$ cat src/design/ci_pkg.sv
package ci_pkg;

    // pixel and median width
    localparam int PIX_W = 8;

    // frame geometry, one window per position
    localparam int COLS = 11;
    localparam int ROWS = 11;
    localparam int NPIX = COLS * ROWS;

    // window counter, must reach NPIX-1
    localparam int CNT_W = $clog2(NPIX);

    // accumulator holds NPIX full-scale medians
    localparam int SUM_W = $clog2(NPIX * ((1 << PIX_W) - 1) + 1);

    // median9 pipeline depth
    localparam int MED_LAT = 3;

    // divider step counter, counts 0 .. SUM_W-1
    localparam int BIT_W = $clog2(SUM_W);

    // frame_ctrl pass states
    localparam int ST_W = 2;
    localparam logic [ST_W-1:0] ST_IDLE  = 2'd0;
    localparam logic [ST_W-1:0] ST_PASS1 = 2'd1;
    localparam logic [ST_W-1:0] ST_WAIT  = 2'd2;
    localparam logic [ST_W-1:0] ST_PASS2 = 2'd3;

endpackage

$ cat src/design/median9.sv
module median9 (
    input  logic                     clk,
    input  logic                     rst,
    input  logic [ci_pkg::PIX_W-1:0] s1_i,
    input  logic [ci_pkg::PIX_W-1:0] s2_i,
    input  logic [ci_pkg::PIX_W-1:0] s3_i,
    input  logic [ci_pkg::PIX_W-1:0] s4_i,
    input  logic [ci_pkg::PIX_W-1:0] s5_i,
    input  logic [ci_pkg::PIX_W-1:0] s6_i,
    input  logic [ci_pkg::PIX_W-1:0] s7_i,
    input  logic [ci_pkg::PIX_W-1:0] s8_i,
    input  logic [ci_pkg::PIX_W-1:0] s9_i,
    output logic [ci_pkg::PIX_W-1:0] med_o
);

    // stage 1, each row sorted
    logic [ci_pkg::PIX_W-1:0] lo_q [3];
    logic [ci_pkg::PIX_W-1:0] md_q [3];
    logic [ci_pkg::PIX_W-1:0] hi_q [3];

    // stage 2, the three candidates
    logic [ci_pkg::PIX_W-1:0] max_lo_q;
    logic [ci_pkg::PIX_W-1:0] med_md_q;
    logic [ci_pkg::PIX_W-1:0] min_hi_q;

    function automatic logic [ci_pkg::PIX_W-1:0] max2(
        input logic [ci_pkg::PIX_W-1:0] a,
        input logic [ci_pkg::PIX_W-1:0] b
    );
        return (a > b) ? a : b;
    endfunction

    function automatic logic [ci_pkg::PIX_W-1:0] min2(
        input logic [ci_pkg::PIX_W-1:0] a,
        input logic [ci_pkg::PIX_W-1:0] b
    );
        return (a < b) ? a : b;
    endfunction

    function automatic logic [ci_pkg::PIX_W-1:0] med3(
        input logic [ci_pkg::PIX_W-1:0] a,
        input logic [ci_pkg::PIX_W-1:0] b,
        input logic [ci_pkg::PIX_W-1:0] c
    );
        return max2(min2(a, b), min2(max2(a, b), c));
    endfunction

    always_ff @(posedge clk) begin
        if (rst) begin
            lo_q <= '{default: '0};
            md_q <= '{default: '0};
            hi_q <= '{default: '0};
        end else begin
            lo_q[0] <= min2(min2(s1_i, s2_i), s3_i); // top row
            md_q[0] <= med3(s1_i, s2_i, s3_i);
            hi_q[0] <= max2(max2(s1_i, s2_i), s3_i);
            lo_q[1] <= min2(min2(s4_i, s5_i), s6_i); // middle row
            md_q[1] <= med3(s4_i, s5_i, s6_i);
            hi_q[1] <= max2(max2(s4_i, s5_i), s6_i);
            lo_q[2] <= min2(min2(s7_i, s8_i), s9_i); // bottom row
            md_q[2] <= med3(s7_i, s8_i, s9_i);
            hi_q[2] <= max2(max2(s7_i, s8_i), s9_i);
        end
    end

    always_ff @(posedge clk) begin
        if (rst) begin
            max_lo_q <= '0;
            med_md_q <= '0;
            min_hi_q <= '0;
        end else begin
            max_lo_q <= max2(max2(lo_q[0], lo_q[1]), lo_q[2]);
            med_md_q <= med3(md_q[0], md_q[1], md_q[2]);
            min_hi_q <= min2(min2(hi_q[0], hi_q[1]), hi_q[2]);
        end
    end

    always_ff @(posedge clk) begin
        if (rst) begin
            med_o <= '0;
        end else begin
            med_o <= med3(max_lo_q, med_md_q, min_hi_q); // median of all nine
        end
    end

endmodule

$ cat src/design/frame_ctrl.sv
module frame_ctrl (
    input  logic                     clk,
    input  logic                     rst,
    input  logic                     start_i,
    input  logic                     win_valid_i,
    input  logic [ci_pkg::PIX_W-1:0] med_i,
    input  logic                     div_done_i,
    output logic [ci_pkg::SUM_W-1:0] sum_o,
    output logic                     sum_done_o,
    output logic                     cmp_en_o,
    output logic                     done_o
);

    logic [ci_pkg::ST_W-1:0]    state;
    logic [ci_pkg::MED_LAT-1:0] vld_sr;
    logic [ci_pkg::CNT_W-1:0]   cnt;
    logic                       win_take;
    logic                       med_vld;
    logic                       last_win;
    logic                       fin_q;

    // windows count only inside a pass, pass 2 opens with div_done
    assign win_take = win_valid_i &&
                      ((state == ci_pkg::ST_PASS1) ||
                       (state == ci_pkg::ST_PASS2) ||
                       ((state == ci_pkg::ST_WAIT) && div_done_i));

    assign med_vld  = vld_sr[ci_pkg::MED_LAT-1]; // lines up with med_i
    assign last_win = (cnt == ci_pkg::CNT_W'(ci_pkg::NPIX - 1));
    assign cmp_en_o = med_vld && (state == ci_pkg::ST_PASS2);

    always_ff @(posedge clk) begin
        if (rst) begin
            vld_sr <= '0;
        end else begin
            vld_sr <= {vld_sr[ci_pkg::MED_LAT-2:0], win_take};
        end
    end

    always_ff @(posedge clk) begin
        if (rst) begin
            state      <= ci_pkg::ST_IDLE;
            cnt        <= '0;
            sum_o      <= '0;
            sum_done_o <= 1'b0;
            fin_q      <= 1'b0;
            done_o     <= 1'b0;
        end else begin
            sum_done_o <= 1'b0;
            fin_q      <= cmp_en_o && last_win; // last bit being registered
            done_o     <= fin_q;
            case (state)
                ci_pkg::ST_IDLE: begin
                    if (start_i) begin
                        state <= ci_pkg::ST_PASS1;
                        cnt   <= '0;
                        sum_o <= '0;
                    end
                end
                ci_pkg::ST_PASS1: begin
                    if (med_vld) begin
                        sum_o <= sum_o + ci_pkg::SUM_W'(med_i);
                        if (last_win) begin
                            cnt        <= '0;
                            state      <= ci_pkg::ST_WAIT;
                            sum_done_o <= 1'b1; // sum_o final from here
                        end else begin
                            cnt <= cnt + 1'b1;
                        end
                    end
                end
                ci_pkg::ST_WAIT: begin
                    if (div_done_i) begin
                        state <= ci_pkg::ST_PASS2;
                        cnt   <= '0;
                    end
                end
                ci_pkg::ST_PASS2: begin
                    if (med_vld) begin
                        if (last_win) begin
                            cnt   <= '0;
                            state <= ci_pkg::ST_IDLE;
                        end else begin
                            cnt <= cnt + 1'b1;
                        end
                    end
                end
                default: state <= ci_pkg::ST_IDLE;
            endcase
        end
    end

endmodule

$ cat src/design/mean_div.sv
module mean_div (
    input  logic                     clk,
    input  logic                     rst,
    input  logic                     sum_done_i,
    input  logic [ci_pkg::SUM_W-1:0] sum_i,
    output logic [ci_pkg::PIX_W-1:0] quot_o,
    output logic [ci_pkg::PIX_W-1:0] rem_o,
    output logic                     div_done_o
);

    localparam logic [ci_pkg::PIX_W:0] DIVISOR = (ci_pkg::PIX_W + 1)'(ci_pkg::NPIX);

    logic                     busy;
    logic [ci_pkg::BIT_W-1:0] bit_cnt;
    logic [ci_pkg::SUM_W-1:0] dq_q;    // dividend out at top, quotient in at bottom
    logic [ci_pkg::PIX_W-1:0] part_q;  // partial remainder, always below NPIX
    logic [ci_pkg::PIX_W:0]   trial;
    logic [ci_pkg::PIX_W:0]   diff;
    logic                     take;
    logic [ci_pkg::SUM_W-1:0] dq_nxt;
    logic [ci_pkg::PIX_W-1:0] part_nxt;

    // one restoring step
    assign trial    = {part_q, dq_q[ci_pkg::SUM_W-1]};
    assign diff     = trial - DIVISOR;
    assign take     = (trial >= DIVISOR);
    assign part_nxt = take ? diff[ci_pkg::PIX_W-1:0] : trial[ci_pkg::PIX_W-1:0];
    assign dq_nxt   = {dq_q[ci_pkg::SUM_W-2:0], take};

    always_ff @(posedge clk) begin
        if (busy) begin
            dq_q   <= dq_nxt;
            part_q <= part_nxt;
        end else if (sum_done_i) begin
            dq_q   <= sum_i;
            part_q <= '0;
        end
    end

    always_ff @(posedge clk) begin
        if (rst) begin
            busy       <= 1'b0;
            bit_cnt    <= '0;
            quot_o     <= '0;
            rem_o      <= '0;
            div_done_o <= 1'b0;
        end else begin
            div_done_o <= 1'b0;
            if (busy) begin
                bit_cnt <= bit_cnt + 1'b1;
                if (bit_cnt == ci_pkg::BIT_W'(ci_pkg::SUM_W - 1)) begin
                    busy       <= 1'b0;
                    quot_o     <= dq_nxt[ci_pkg::PIX_W-1:0]; // upper bits are zero
                    rem_o      <= part_nxt;
                    div_done_o <= 1'b1;
                end
            end else if (sum_done_i) begin
                busy    <= 1'b1;
                bit_cnt <= '0;
            end
        end
    end

endmodule

$ cat src/design/ci_thresh.sv
module ci_thresh (
    input  logic                     clk,
    input  logic                     rst,
    input  logic                     div_done_i,
    input  logic [ci_pkg::PIX_W-1:0] quot_i,
    input  logic [ci_pkg::PIX_W-1:0] rem_i,
    input  logic                     cmp_en_i,
    input  logic [ci_pkg::PIX_W-1:0] med_i,
    output logic                     ci_o,
    output logic                     ci_valid_o
);

    logic [ci_pkg::PIX_W-1:0] mean_q;
    logic                     rem_zero_q;
    logic                     ci_bit;

    // above the mean, or exactly on an integer mean
    assign ci_bit = (med_i > mean_q) || ((med_i == mean_q) && rem_zero_q);

    // mean hold register, stable for the whole of pass 2
    always_ff @(posedge clk) begin
        if (rst) begin
            mean_q     <= '0;
            rem_zero_q <= 1'b0;
        end else if (div_done_i) begin
            mean_q     <= quot_i;
            rem_zero_q <= (rem_i == '0);
        end
    end

    always_ff @(posedge clk) begin
        if (rst) begin
            ci_o       <= 1'b0;
            ci_valid_o <= 1'b0;
        end else begin
            ci_valid_o <= cmp_en_i;
            if (cmp_en_i) begin
                ci_o <= ci_bit;
            end
        end
    end

endmodule

$ cat src/design/ci_r4_top.sv
module ci_r4_top (
    input  logic                     clk,
    input  logic                     rst,
    input  logic                     start_i,
    input  logic                     win_valid_i,
    input  logic [ci_pkg::PIX_W-1:0] s1_i,
    input  logic [ci_pkg::PIX_W-1:0] s2_i,
    input  logic [ci_pkg::PIX_W-1:0] s3_i,
    input  logic [ci_pkg::PIX_W-1:0] s4_i,
    input  logic [ci_pkg::PIX_W-1:0] s5_i,
    input  logic [ci_pkg::PIX_W-1:0] s6_i,
    input  logic [ci_pkg::PIX_W-1:0] s7_i,
    input  logic [ci_pkg::PIX_W-1:0] s8_i,
    input  logic [ci_pkg::PIX_W-1:0] s9_i,
    output logic                     ci_o,
    output logic                     ci_valid_o,
    output logic                     mean_ready_o,
    output logic                     done_o
);

    logic [ci_pkg::PIX_W-1:0] med;
    logic [ci_pkg::SUM_W-1:0] sum;
    logic                     sum_done;
    logic [ci_pkg::PIX_W-1:0] quot;
    logic [ci_pkg::PIX_W-1:0] rem;
    logic                     div_done;
    logic                     cmp_en;

    assign mean_ready_o = div_done; // host may start pass 2

    median9 u_median (
        .clk   (clk),
        .rst   (rst),
        .s1_i  (s1_i),
        .s2_i  (s2_i),
        .s3_i  (s3_i),
        .s4_i  (s4_i),
        .s5_i  (s5_i),
        .s6_i  (s6_i),
        .s7_i  (s7_i),
        .s8_i  (s8_i),
        .s9_i  (s9_i),
        .med_o (med)
    );

    frame_ctrl u_ctrl (
        .clk         (clk),
        .rst         (rst),
        .start_i     (start_i),
        .win_valid_i (win_valid_i),
        .med_i       (med),
        .div_done_i  (div_done),
        .sum_o       (sum),
        .sum_done_o  (sum_done),
        .cmp_en_o    (cmp_en),
        .done_o      (done_o)
    );

    mean_div u_div (
        .clk        (clk),
        .rst        (rst),
        .sum_done_i (sum_done),
        .sum_i      (sum),
        .quot_o     (quot),
        .rem_o      (rem),
        .div_done_o (div_done)
    );

    ci_thresh u_thresh (
        .clk        (clk),
        .rst        (rst),
        .div_done_i (div_done),
        .quot_i     (quot),
        .rem_i      (rem),
        .cmp_en_i   (cmp_en),
        .med_i      (med),
        .ci_o       (ci_o),
        .ci_valid_o (ci_valid_o)
    );

endmodule

$ cat config.mk
export PLATFORM = sky130hd
export DESIGN_NAME = ci_r4_top
export DESIGN_NICKNAME = d
export VERILOG_FILES = /design/src/design/ci_pkg.sv /design/src/design/median9.sv /design/src/design/frame_ctrl.sv /design/src/design/mean_div.sv /design/src/design/ci_thresh.sv /design/src/design/ci_r4_top.sv
export SDC_FILE = /design/constraint.sdc
export NUM_CORES = 1
export LEC_CHECK = 0
export BUFFER_PORTS_ARGS = -buffer_cell sky130_fd_sc_hd__buf_2
export CORE_UTILIZATION = 55
export CTS_BUF_LIST = sky130_fd_sc_hd__clkbuf_4
export DETAILED_ROUTE_END_ITERATION = 10
export PLACE_DENSITY = 0.78
export SLEW_MARGIN = 40
export SYNTH_ARGS = -nofsm -noshare
export SYNTH_HDL_FRONTEND = slang
export SYNTH_SLANG_ARGS = --single-unit
$ cat constraint.sdc
create_clock -name clk -period 11.15 [get_ports clk]
set_input_delay 0 -clock clk [delete_from_list [all_inputs] [get_ports clk]]
set_output_delay 0 -clock clk [all_outputs]
set_load 0.1 [all_outputs]
; Word level (Yosys, flattened, before mapping)
; Index checks and enable logic that the tools add are counted.
[word_totals]
word_cells = 159
register_bits = 190
inputBits = 76
latchBits = 0
mem_bits_rw = 0
rom_bits = 0
output_inout_bits = 4
mem_count = 0
[classes]
n_shift = 0
n_addsub = 4
reduce_logical = 19
n_bitwise = 3
n_mul = 0
magnitude_cmp = 32
n_eq_ne = 13
n_mux = 57
div_mod_pow = 0
[ops]
columns = operator, count
row1 = two-way mux 8 bit, 33
row2 = greater-than comparator 8 bit, 16
row3 = < comparator 8 bit, 15
row4 = two-way mux 15 bit, 4
row5 = one-hot mux 15 bit (2 select lines), 1
row6 = two-way mux 7 bit, 4
row7 = one-hot mux 7 bit (3 select lines), 1
row8 = adder 15 x 8 -> 15 bit, 1
row9 = two-way mux 2 bit, 6
row10 = "inequality test 2 x 1 -> 1 bit, second input constant", 6
row11 = "greater-or-equal comparator 9 x 7 -> 1 bit, second input constant", 1
row12 = == test 8 bit, 1
row13 = zero test 8 bit, 1
row14 = two-way mux 4 bit, 2
row15 = one-hot mux 2 bit (4 select lines), 1
row16 = "subtractor 8 x 7 -> 8 bit, second input constant", 1
row17 = "adder 7 x 1 -> 7 bit, second input constant", 1
row18 = "== test 7 bit, second input constant", 1
row19 = AND reduction 3 bit, 2
row20 = AND reduction 6 bit, 1
row21 = logical AND 1 bit, 5
row22 = two-way mux 1 bit, 5
row23 = "adder 4 x 1 -> 4 bit, second input constant", 1
row24 = "== test 2 bit, second input constant", 2
row25 = 10 further kinds, 16

; Depth between registers and ports, before layout
; Gate-level depths: netlist of the first run.
[logic_depth]
word_depth = 6
ltp_mapped = 27
mapped_depth_nobuf = 24

; Cells and area by module
; Synthesis of the first run repeated with hierarchy kept, for this count alone.
[unflattened]
cells_unflattened = 1562
area_unflattened_um2 = 13736.9
[modules_own_cells]
columns = module, instances, seq_area_each_um2, cells_per_inst, area_each_um2
row1 = median9, 1, 2082.0, 1132, 9471.6
row2 = mean_div, 1, 1131.1, 176, 1989.4
row3 = frame_ctrl, 1, 600.6, 188, 1669.1
row4 = ci_thresh, 1, 220.2, 66, 606.8

; Worst setup path after synthesis of the first run
; Ideal clock, no wire load.
[synth_timing]
path_kind = flip-flop to flip-flop
startpoint = register u_median.md_q[9] (netlist name)
endpoint = register u_median.med_md_q[4] (netlist name)
n_path_buf = 3
path_slack_ns = 6.031
t_required_ns = 11.064
path_stages_with_launch = 26
period_less_slack_ns = 5.119
arrival_time_ns = 5.034
cell_sequence = dfxtp_1 -> inv_1 -> ha_1 -> nor2b_1 -> o211ai_1 -> a211oi_1 -> nor2_2 -> mux2_2 -> ha_1 -> a211oi_1 -> nor2_1 -> nor3_1 -> or4b_1 -> clkbuf_1 -> and3_1 -> clkbuf_2 -> o21ai_0 -> ha_1 -> a21o_1 -> a21oi_1 -> a21oi_1 -> a211oi_1 -> or2_2 -> buf_1 -> nor2_1 -> a211oi_1
[synth_between]
elab_chain_len = 6
[synth_lines]
columns = element, line_no
row1 = from (decl), median9.sv:18  ; logic [ci_pkg::PIX_W-1:0] md_q [3];
row2 = greater-than comparator 8 bit, median9.sv:30  ; return (a > b) ? a : b;
row3 = two-way mux 8 bit, median9.sv:30
row4 = < comparator 8 bit, median9.sv:37  ; return (a < b) ? a : b;
row5 = two-way mux 8 bit, median9.sv:37
row6 = greater-than comparator 8 bit, median9.sv:30
row7 = two-way mux 8 bit *, median9.sv:30
row8 = to (signal assigned), median9.sv:73  ; med_md_q <= med3(md_q[0], md_q[1], md_q[2]);
row9 = to (decl), median9.sv:23  ; logic [ci_pkg::PIX_W-1:0] med_md_q;
; Every way passes the cells marked *; elsewhere a longest branch is shown, timed or not.
; A chain may end at the register's enable or synchronous reset.

; Final worst setup path of the first run
[layout_timing]
startpoint = input s5_i[3] (netlist name)
endpoint = register u_median.md_q[13] (netlist name)
[layout_between]
elab_chain_len = 6
[layout_lines]
columns = element, line_no
row1 = from (decl), ci_r4_top.sv:10  ; input logic [ci_pkg::PIX_W-1:0] s5_i,
row2 = greater-than comparator 8 bit, median9.sv:30
row3 = two-way mux 8 bit, median9.sv:30
row4 = < comparator 8 bit, median9.sv:37
row5 = two-way mux 8 bit, median9.sv:37
row6 = greater-than comparator 8 bit, median9.sv:30
row7 = two-way mux 8 bit *, median9.sv:30
; Marks and branches as above.

==> impl_metrics.env, run 1 <==
export IMPL_outcome="completed"
export IMPL_syn_area_um2=13500
export IMPL_dr_pass1_iters=5
export IMPL_synth_edf_count=23
export IMPL_setup_viol=0
export IMPL_crit_top_cell="ha_1"
export IMPL_power_density_nw_per_um2=226
export IMPL_drive_gt1_share_pct=13.0
export IMPL_cts_tree="done"
export IMPL_yosysTopAreaCell="dfxtp_1"
export IMPL_worst_pin_slew_ps=777
export IMPL_cpMaxStageDelayCell="o31a_1"
export IMPL_worst_endpoint_arrival_ps=6730
export IMPL_synth_area_leaders="dfxtp_1 (25%), ha_1 (18%), mux2i_1 (6.6%), mux2_2 (6.1%), edfxtp_1 (5.1%)"
export IMPL_drv_slew=0
export IMPL_maxCapViolCount=0
export IMPL_yosys_warnings=0
export IMPL_clock_sinks=190
export IMPL_wire_per_inst_um=16.8
export IMPL_max_stage_delay_ps=560
export IMPL_hold_start="s4_i[7]"
export IMPL_totalWireLength_mm=34.1
export IMPL_skew_ps=23.3
export IMPL_grt_pass1_wl_mm=55.9
export IMPL_end_kind="flop"
export IMPL_pin_count=80
export IMPL_die_w_um=159
export IMPL_ff2ff_setup_slack_ps=5460
export IMPL_postRouteAntennaNets=0
export IMPL_syn_num_nets=1784
export IMPL_crit_fanout=11
export IMPL_synth_seq_cells=190
export IMPL_vias=11800
export IMPL_slew_headroom_pct=47.7
export IMPL_hold_viol=0
export IMPL_grt_start_max_net_pins=69
export IMPL_fin_crit_sh_pct=55.6
export IMPL_rr_startpoint="u_median.med_md_q[1]$_SDFF_PP0_"
export IMPL_vias_per_cell=5.83
export IMPL_syn_avg_cell_area_um2=8.95
export IMPL_syn_inst=1511
export IMPL_synth_cell_types=64
export IMPL_place_hpwl_mm=24.9
export IMPL_final_common_cell="ha_1"
export IMPL_antenna_found_initial=2
export IMPL_async_flop_share_pct=0
export IMPL_areaGrowthSynthToFinish_pct=15.6
export IMPL_min_path_cells=4
export IMPL_grt_ovfl_total=0
export IMPL_fill_cells=1968
export IMPL_cts_root_buf="clkbuf_4"
export IMPL_postCtsHoldBufs=113
export IMPL_yosysTopAreaCellShare_pct=24.7
export IMPL_critPathLaunchType="input port"
export IMPL_globalplace_congestion=0.931
export IMPL_htree_num_levels=4
export IMPL_grt_setup_unrepaired="no"
export IMPL_core_area_um2=24200
export IMPL_nets=1961
export IMPL_setup_ws_ps=4950
export IMPL_die_area_um2=25200
export IMPL_synthFlopType="dfxtp_1"
export IMPL_track_usage_pct=27.2
export IMPL_rr_worst_depth=22
export IMPL_io_buffers=79
export IMPL_critPathLaunch="s5_i[3]"
export IMPL_fin_setup_tns_ps=0
export IMPL_clock_tree_buffer_depth=2
export IMPL_drc=0
export IMPL_period_minus_slack_ps=6200
export IMPL_cts_clk_slew_worst_paths_ps=150
export IMPL_cts_resized=0
export IMPL_p_leak_uw=0.00724
export IMPL_post_cts_setup_buffer_count=0
export IMPL_seq_area_frac_synth_pct=29.8
export IMPL_start_util_pct=55.8
export IMPL_final_cell_mix="ha_1 (196), nor2_1 (176), dfxtp_1 (167)"
export IMPL_cp_endpoint="u_median.md_q[13]$_SDFF_PP0_"
export IMPL_dpl_worst_slack_ps=5550
export IMPL_whs_ps=41.2
export IMPL_hp_class="in2reg"
export IMPL_fmax_mhz=161
export IMPL_grt_pass1_vias=11700
export IMPL_worstSetupPathType="in2reg"
export IMPL_ir_drop_uv=186
export IMPL_die_h_um=159
export IMPL_detail_route_iter0_violations=732
export IMPL_cts_inserted_buffers=17
export IMPL_clkLatencyLatePin_ps=610
export IMPL_reg2reg_to="u_median.med_o[0]$_SDFF_PP0_"
export IMPL_worstPathRequired_ps=11680
export IMPL_rows=57
-- per-stage QoR --
stage / power [µW] / area, µm² / utilization (%) / std cells
2_1_floorplan: 2640 / 13500 / - / 1511
3_5_place_dp: 3090 / 14200 / 58.6 / 1878
5_1_grt: 3870 / 15600 / 64.5 / 2026
4_1_cts: 3510 / 15600 / 64.4 / 2023
6_report: 3540 / 15600 / 64.5 / 2026
3_3_place_gp: 3020 / 14200 / 58.6 / 1878
-- cells by family (layout without fill, tap and decap cells) --
family,Yosys count,count (layout),synth area share [%]
AO/OA/AOI/OAI,315,315,16.0
XOR/XNOR,27,27,1.75
adder cells (fa/ha/maj),197,197,18.3
buffers and inverters,188,378,5.30
flip-flops,190,190,29.8
multiplexers,171,171,13.7
other,0,1,0
AND/OR/NAND/NOR,423,423,15.2
-- layer usage --
layer / up-vias / part of all wire, % / global-route usage, %
li1: 5782 / - / -
met1: 5615 / 43 / 32.2
met2: 332 / 50 / 49.4
met3: 74 / 4.3 / 3.53
met4: 0 / 2.6 / 10.7
met5: - / 0 / 0
-- cell type report --
class | instances | area (µm²) | share of cell area (%)
repair buffers | 197 | 1570 | 10.0
diodes | 1 | 2.50 | 0.0160
clock inverters | 15 | 134 | 0.856
inverters | 149 | 559 | 3.58
well taps | 324 | 405 | 2.59
flip-flops and latches | 190 | 4030 | 25.8
multi-input cells | 1133 | 8810 | 56.3
clock buffers | 17 | 128 | 0.816
-- flip-flops by register name, summed over array words and instances (netlist names), 15 cells and up --
register / count
u_ctrl.sum_o: 15
u_div.dq_q: 15
u_median.hi_q: 24
u_median.lo_q: 24
u_median.md_q: 24
-- worst min path at each step --
stage                                         to  slack (ps)
floorplan            u_ctrl.vld_sr[0]$_SDFF_PP0_         130
global placement     u_ctrl.vld_sr[0]$_SDFF_PP0_         270
detailed placement   u_ctrl.vld_sr[0]$_SDFF_PP0_         270
CTS                  u_median.md_q[5]$_SDFF_PP0_           5
global route        u_median.hi_q[15]$_SDFF_PP0_           8
finish              u_median.hi_q[15]$_SDFF_PP0_          40
-- cells in the mapped netlist, drive strengths merged (3+ instances only) --
cell type	instances
ha	196
nor2	177
dfxtp	167
inv	149
a21oi	94
mux2i	89
mux2	82
nand2	54
o21ai	52
a211oi	49
nor2b	42
nand3	38
a21o	37
nand4	35
clkbuf	32
a221o	25
edfxtp	23
xor2	17
nor3	16
o21a	16
nand2b	15
o211ai	15
xnor2	10
and3	9
a22o	8
buf	7
and2	5
o21bai	5
a2111oi	4
and4	4
nand4b	4
or2	4
and3b	3
nand3b	3
nor4	3
or3	3
or4b	3
-- critical path: cells and delay by family --
kind                       cells  cell delay [ps]
muxes                          2              640
and+or+nand+nor                5             1240
AOI/OAI and AO/OA             11             2740
buffers and inverters          4             1230
adders and majority gates      3              870
-- power by group --
| group | total (µW) | switching, µW | internal [µW] |
|---|---|---|---|
| Clock | 346 | 251 | 95.8 |
| Sequential | 892 | 86.6 | 805 |
| Combinational | 2300 | 1300 | 1000 |
Note: power is estimated with default switching activity, not from simulation.
==> inputs of run 2 (changes only) <==
--- a/config.mk
+++ b/config.mk
@@ -9,7 +9,7 @@
 export CORE_UTILIZATION = 55
 export CTS_BUF_LIST = sky130_fd_sc_hd__clkbuf_4
 export DETAILED_ROUTE_END_ITERATION = 10
-export PLACE_DENSITY = 0.78
+export PLACE_DENSITY = 0.81
 export SLEW_MARGIN = 40
 export SYNTH_ARGS = -nofsm -noshare
 export SYNTH_HDL_FRONTEND = slang
==> constraint.sdc (replaced) <==
create_clock -name clk -period 5.6 [get_ports clk]
set_input_delay 0 -clock clk [delete_from_list [all_inputs] [get_ports clk]]
set_output_delay 0 -clock clk [all_outputs]
set_load 0.1 [all_outputs]
==> run 2 against run 1 <==
Against the previous run:
- the flow now finishes with violations (negative hold slack)
- count of clock-buffer cells in the layout stayed put
- sequential power up 97%
- combinational power up 120%
- critical path depth is 2 lower
- sequential cell count unchanged
- global-route usage shrank 0.61 points
- die area unchanged
- sequential share of layout area shrank 0.38 points
- largest cell class unchanged
- highest routed layer unchanged
==> impl_metrics.env, run 2 (synthesis gave the netlist of run 1 again) <==
export IMPL_outcome="finished, violations left"
export IMPL_violations="negative hold slack"
export IMPL_hold_start="s1_i[1]"
export IMPL_worst_endpoint_arrival_ps=5840
export IMPL_cts_inserted_buffers=17
export IMPL_drc=0
export IMPL_rows=57
export IMPL_place_hpwl_mm=24.9
export IMPL_cts_clk_slew_worst_paths_ps=160
export IMPL_die_h_um=159
export IMPL_fmax_mhz=187
export IMPL_worstSetupPathType="reg2reg"
export IMPL_drv_slew=0
export IMPL_io_buffers=79
export IMPL_nets=1977
export IMPL_grt_pass1_vias=11700
export IMPL_clock_tree_buffer_depth=2
export IMPL_grt_start_max_net_pins=87
export IMPL_worst_pin_slew_ps=817
export IMPL_max_stage_delay_ps=550
export IMPL_vias=12000
export IMPL_htree_num_levels=4
export IMPL_placedCellCount=1893
export IMPL_hold_viol=1
export IMPL_fin_setup_tns_ps=0
export IMPL_post_dp_cell_area_um2=14300
export IMPL_stdcell_count=2042
export IMPL_final_area_um2=15900
export IMPL_rr_worst_depth=23
export IMPL_critPathLaunch="u_median.md_q[9]$_SDFF_PP0_"
export IMPL_rr_startpoint="u_median.md_q[9]$_SDFF_PP0_"
export IMPL_whs_ps=-5.12
export IMPL_fin_crit_sh_pct=95.6
export IMPL_globalplace_congestion=0.960
export IMPL_route_met2_wl_mm=16.4
export IMPL_crit_fanout=10
export IMPL_p_leak_uw=0.00734
export IMPL_dr_pass1_iters=5
export IMPL_skew_ps=30.4
export IMPL_crit_chain="inv_1 -> ha_1 -> nor2b_1 -> o211ai_1 -> a211oi_2 -> nor2_4 -> buf_4 -> mux2_2 -> ha_1 -> nand4_1 -> a21oi_1 -> nor3_1 -> or4b_4 -> and3_1 -> o21ai_0 -> ha_1 -> a21o_1 -> a21oi_1 -> a21oi_1 -> a211oi_2 -> or2_4 -> nor2_1 -> a211oi_1"
export IMPL_power_density_nw_per_um2=474
export IMPL_maxCapViolCount=0
export IMPL_worstPathRequired_ps=6090
export IMPL_min_path_cells=4
export IMPL_core_area_um2=24200
export IMPL_die_area_um2=25200
export IMPL_period_minus_slack_ps=5350
export IMPL_hp_class="in2reg"
export IMPL_clock_sinks=190
export IMPL_routed_top_layer="met4"
export IMPL_totalWireLength_mm=33.9
export IMPL_track_usage_pct=26.6
export IMPL_drive_gt1_share_pct=15.3
export IMPL_end_kind="flop"
export IMPL_fill_cells=1865
export IMPL_cts_root_buf="clkbuf_4"
export IMPL_cp_num_cells=23
export IMPL_ir_drop_uv=396
export IMPL_met3_length_mm=1.46
export IMPL_start_util_pct=55.8
export IMPL_vias_per_cell=5.87
export IMPL_drt_met1_wl_mm=14.4
export IMPL_crit_family="simple AND/OR/NAND/NOR gates"
export IMPL_multi_input_area_um2=8890
export IMPL_clkLatencyLatePin_ps=600
export IMPL_path_buf_inv=2
export IMPL_final_cell_mix="ha_1 (196), nor2_1 (175), dfxtp_1 (167)"
export IMPL_grt_pass1_wl_mm=55.6
export IMPL_grt_ovfl_total=0
export IMPL_antenna_found_initial=1
export IMPL_largestRegisters="u_median.hi_q: 24 flops, u_median.lo_q: 24 flops, u_median.md_q: 24 flops"
export IMPL_regArea_um2=4030
export IMPL_final_common_cell="ha_1"
export IMPL_wire_per_inst_um=16.6
export IMPL_die_w_um=159
export IMPL_critPathLaunchType="flop"
export IMPL_slew_headroom_pct=44.1
export IMPL_cpMaxStageDelayCell="or4b_4"
export IMPL_setup_viol=0
export IMPL_detail_route_iter0_violations=959
export IMPL_areaGrowthSynthToFinish_pct=17.3
export IMPL_cts_tree="done"
export IMPL_pin_count=80
export IMPL_postRouteAntennaNets=0
[run 2: layout make-up]
cell class                      instances  area share (%)
Tap cell                              324            2.55
Multi-Input combinational cell       1133            56.0
Inverter                              149            3.52
Clock inverter                         15            1.11
Clock buffer                           17           0.804
Timing Repair Buffer                  213            10.5
Sequential cell                       190            25.4
Antenna cell                            1          0.0158
[run 2: worst register-to-register path, stage by stage, from the launching register on]
cell and delay [ps]:
dfxtp_1 380, inv_1 60, ha_1 300, nor2b_1 140, o211ai_1 230, a211oi_2 150, nor2_4 220, buf_4 160
mux2_2 360, ha_1 300, nand4_1 140, a21oi_1 60, nor3_1 250, or4b_4 550, and3_1 290, o21ai_0 230
ha_1 270, a21o_1 160, a21oi_1 140, a21oi_1 100, a211oi_2 260, or2_4 220, nor2_1 60, a211oi_1 210
[run 2: through the flow]
| stage | util [%] | worst slack, ps | total power (µW) |
|---|---|---|---|
| after floorplan | - | 481 | 5250 |
| after global placement | 59.0 | 393 | 6210 |
| after detailed placement | 59.1 | 95.6 | 6370 |
| after CTS | 64.7 | 29.7 | 7250 |
| after global routing | 65.4 | -153 | 8160 |
| final | 65.4 | 247 | 7510 |
[run 2: worst paths after layout]
check / endpoint / slack [ps]
worst min-delay path: u_median.md_q[17]$_SDFF_PP0_ / -5
worst min register to register: u_ctrl.vld_sr[2]$_SDFF_PP0_ / 460
worst max register to register: u_median.med_md_q[6]$_SDFF_PP0_ / 250
worst max-delay path: u_median.med_md_q[6]$_SDFF_PP0_ / 250
[run 2: report_power, final]
group / total (µW) / internal (µW) / switching (µW)
combinational: 5000 / 2260 / 2730
sequential: 1760 / 1600 / 153
clock: 761 / 244 / 516
[run 2: layer usage]
layer	vias up	GRT usage (%)
met5	-	0
met4	0	14.3
met3	81	3.79
met2	386	46.0
met1	5693	31.7
li1	5829	-
[run 2: timing repair]
| action | 4_1_cts | 5_1_grt |
|---|---|---|
| hold buffers | 105 | 1 |
| setup buffers | 0 | 9 |
| gates resized for setup | 0 | 25 |
| setup endpoints to repair | 0 | 38 |
| hold endpoints to repair | 75 | 1 |
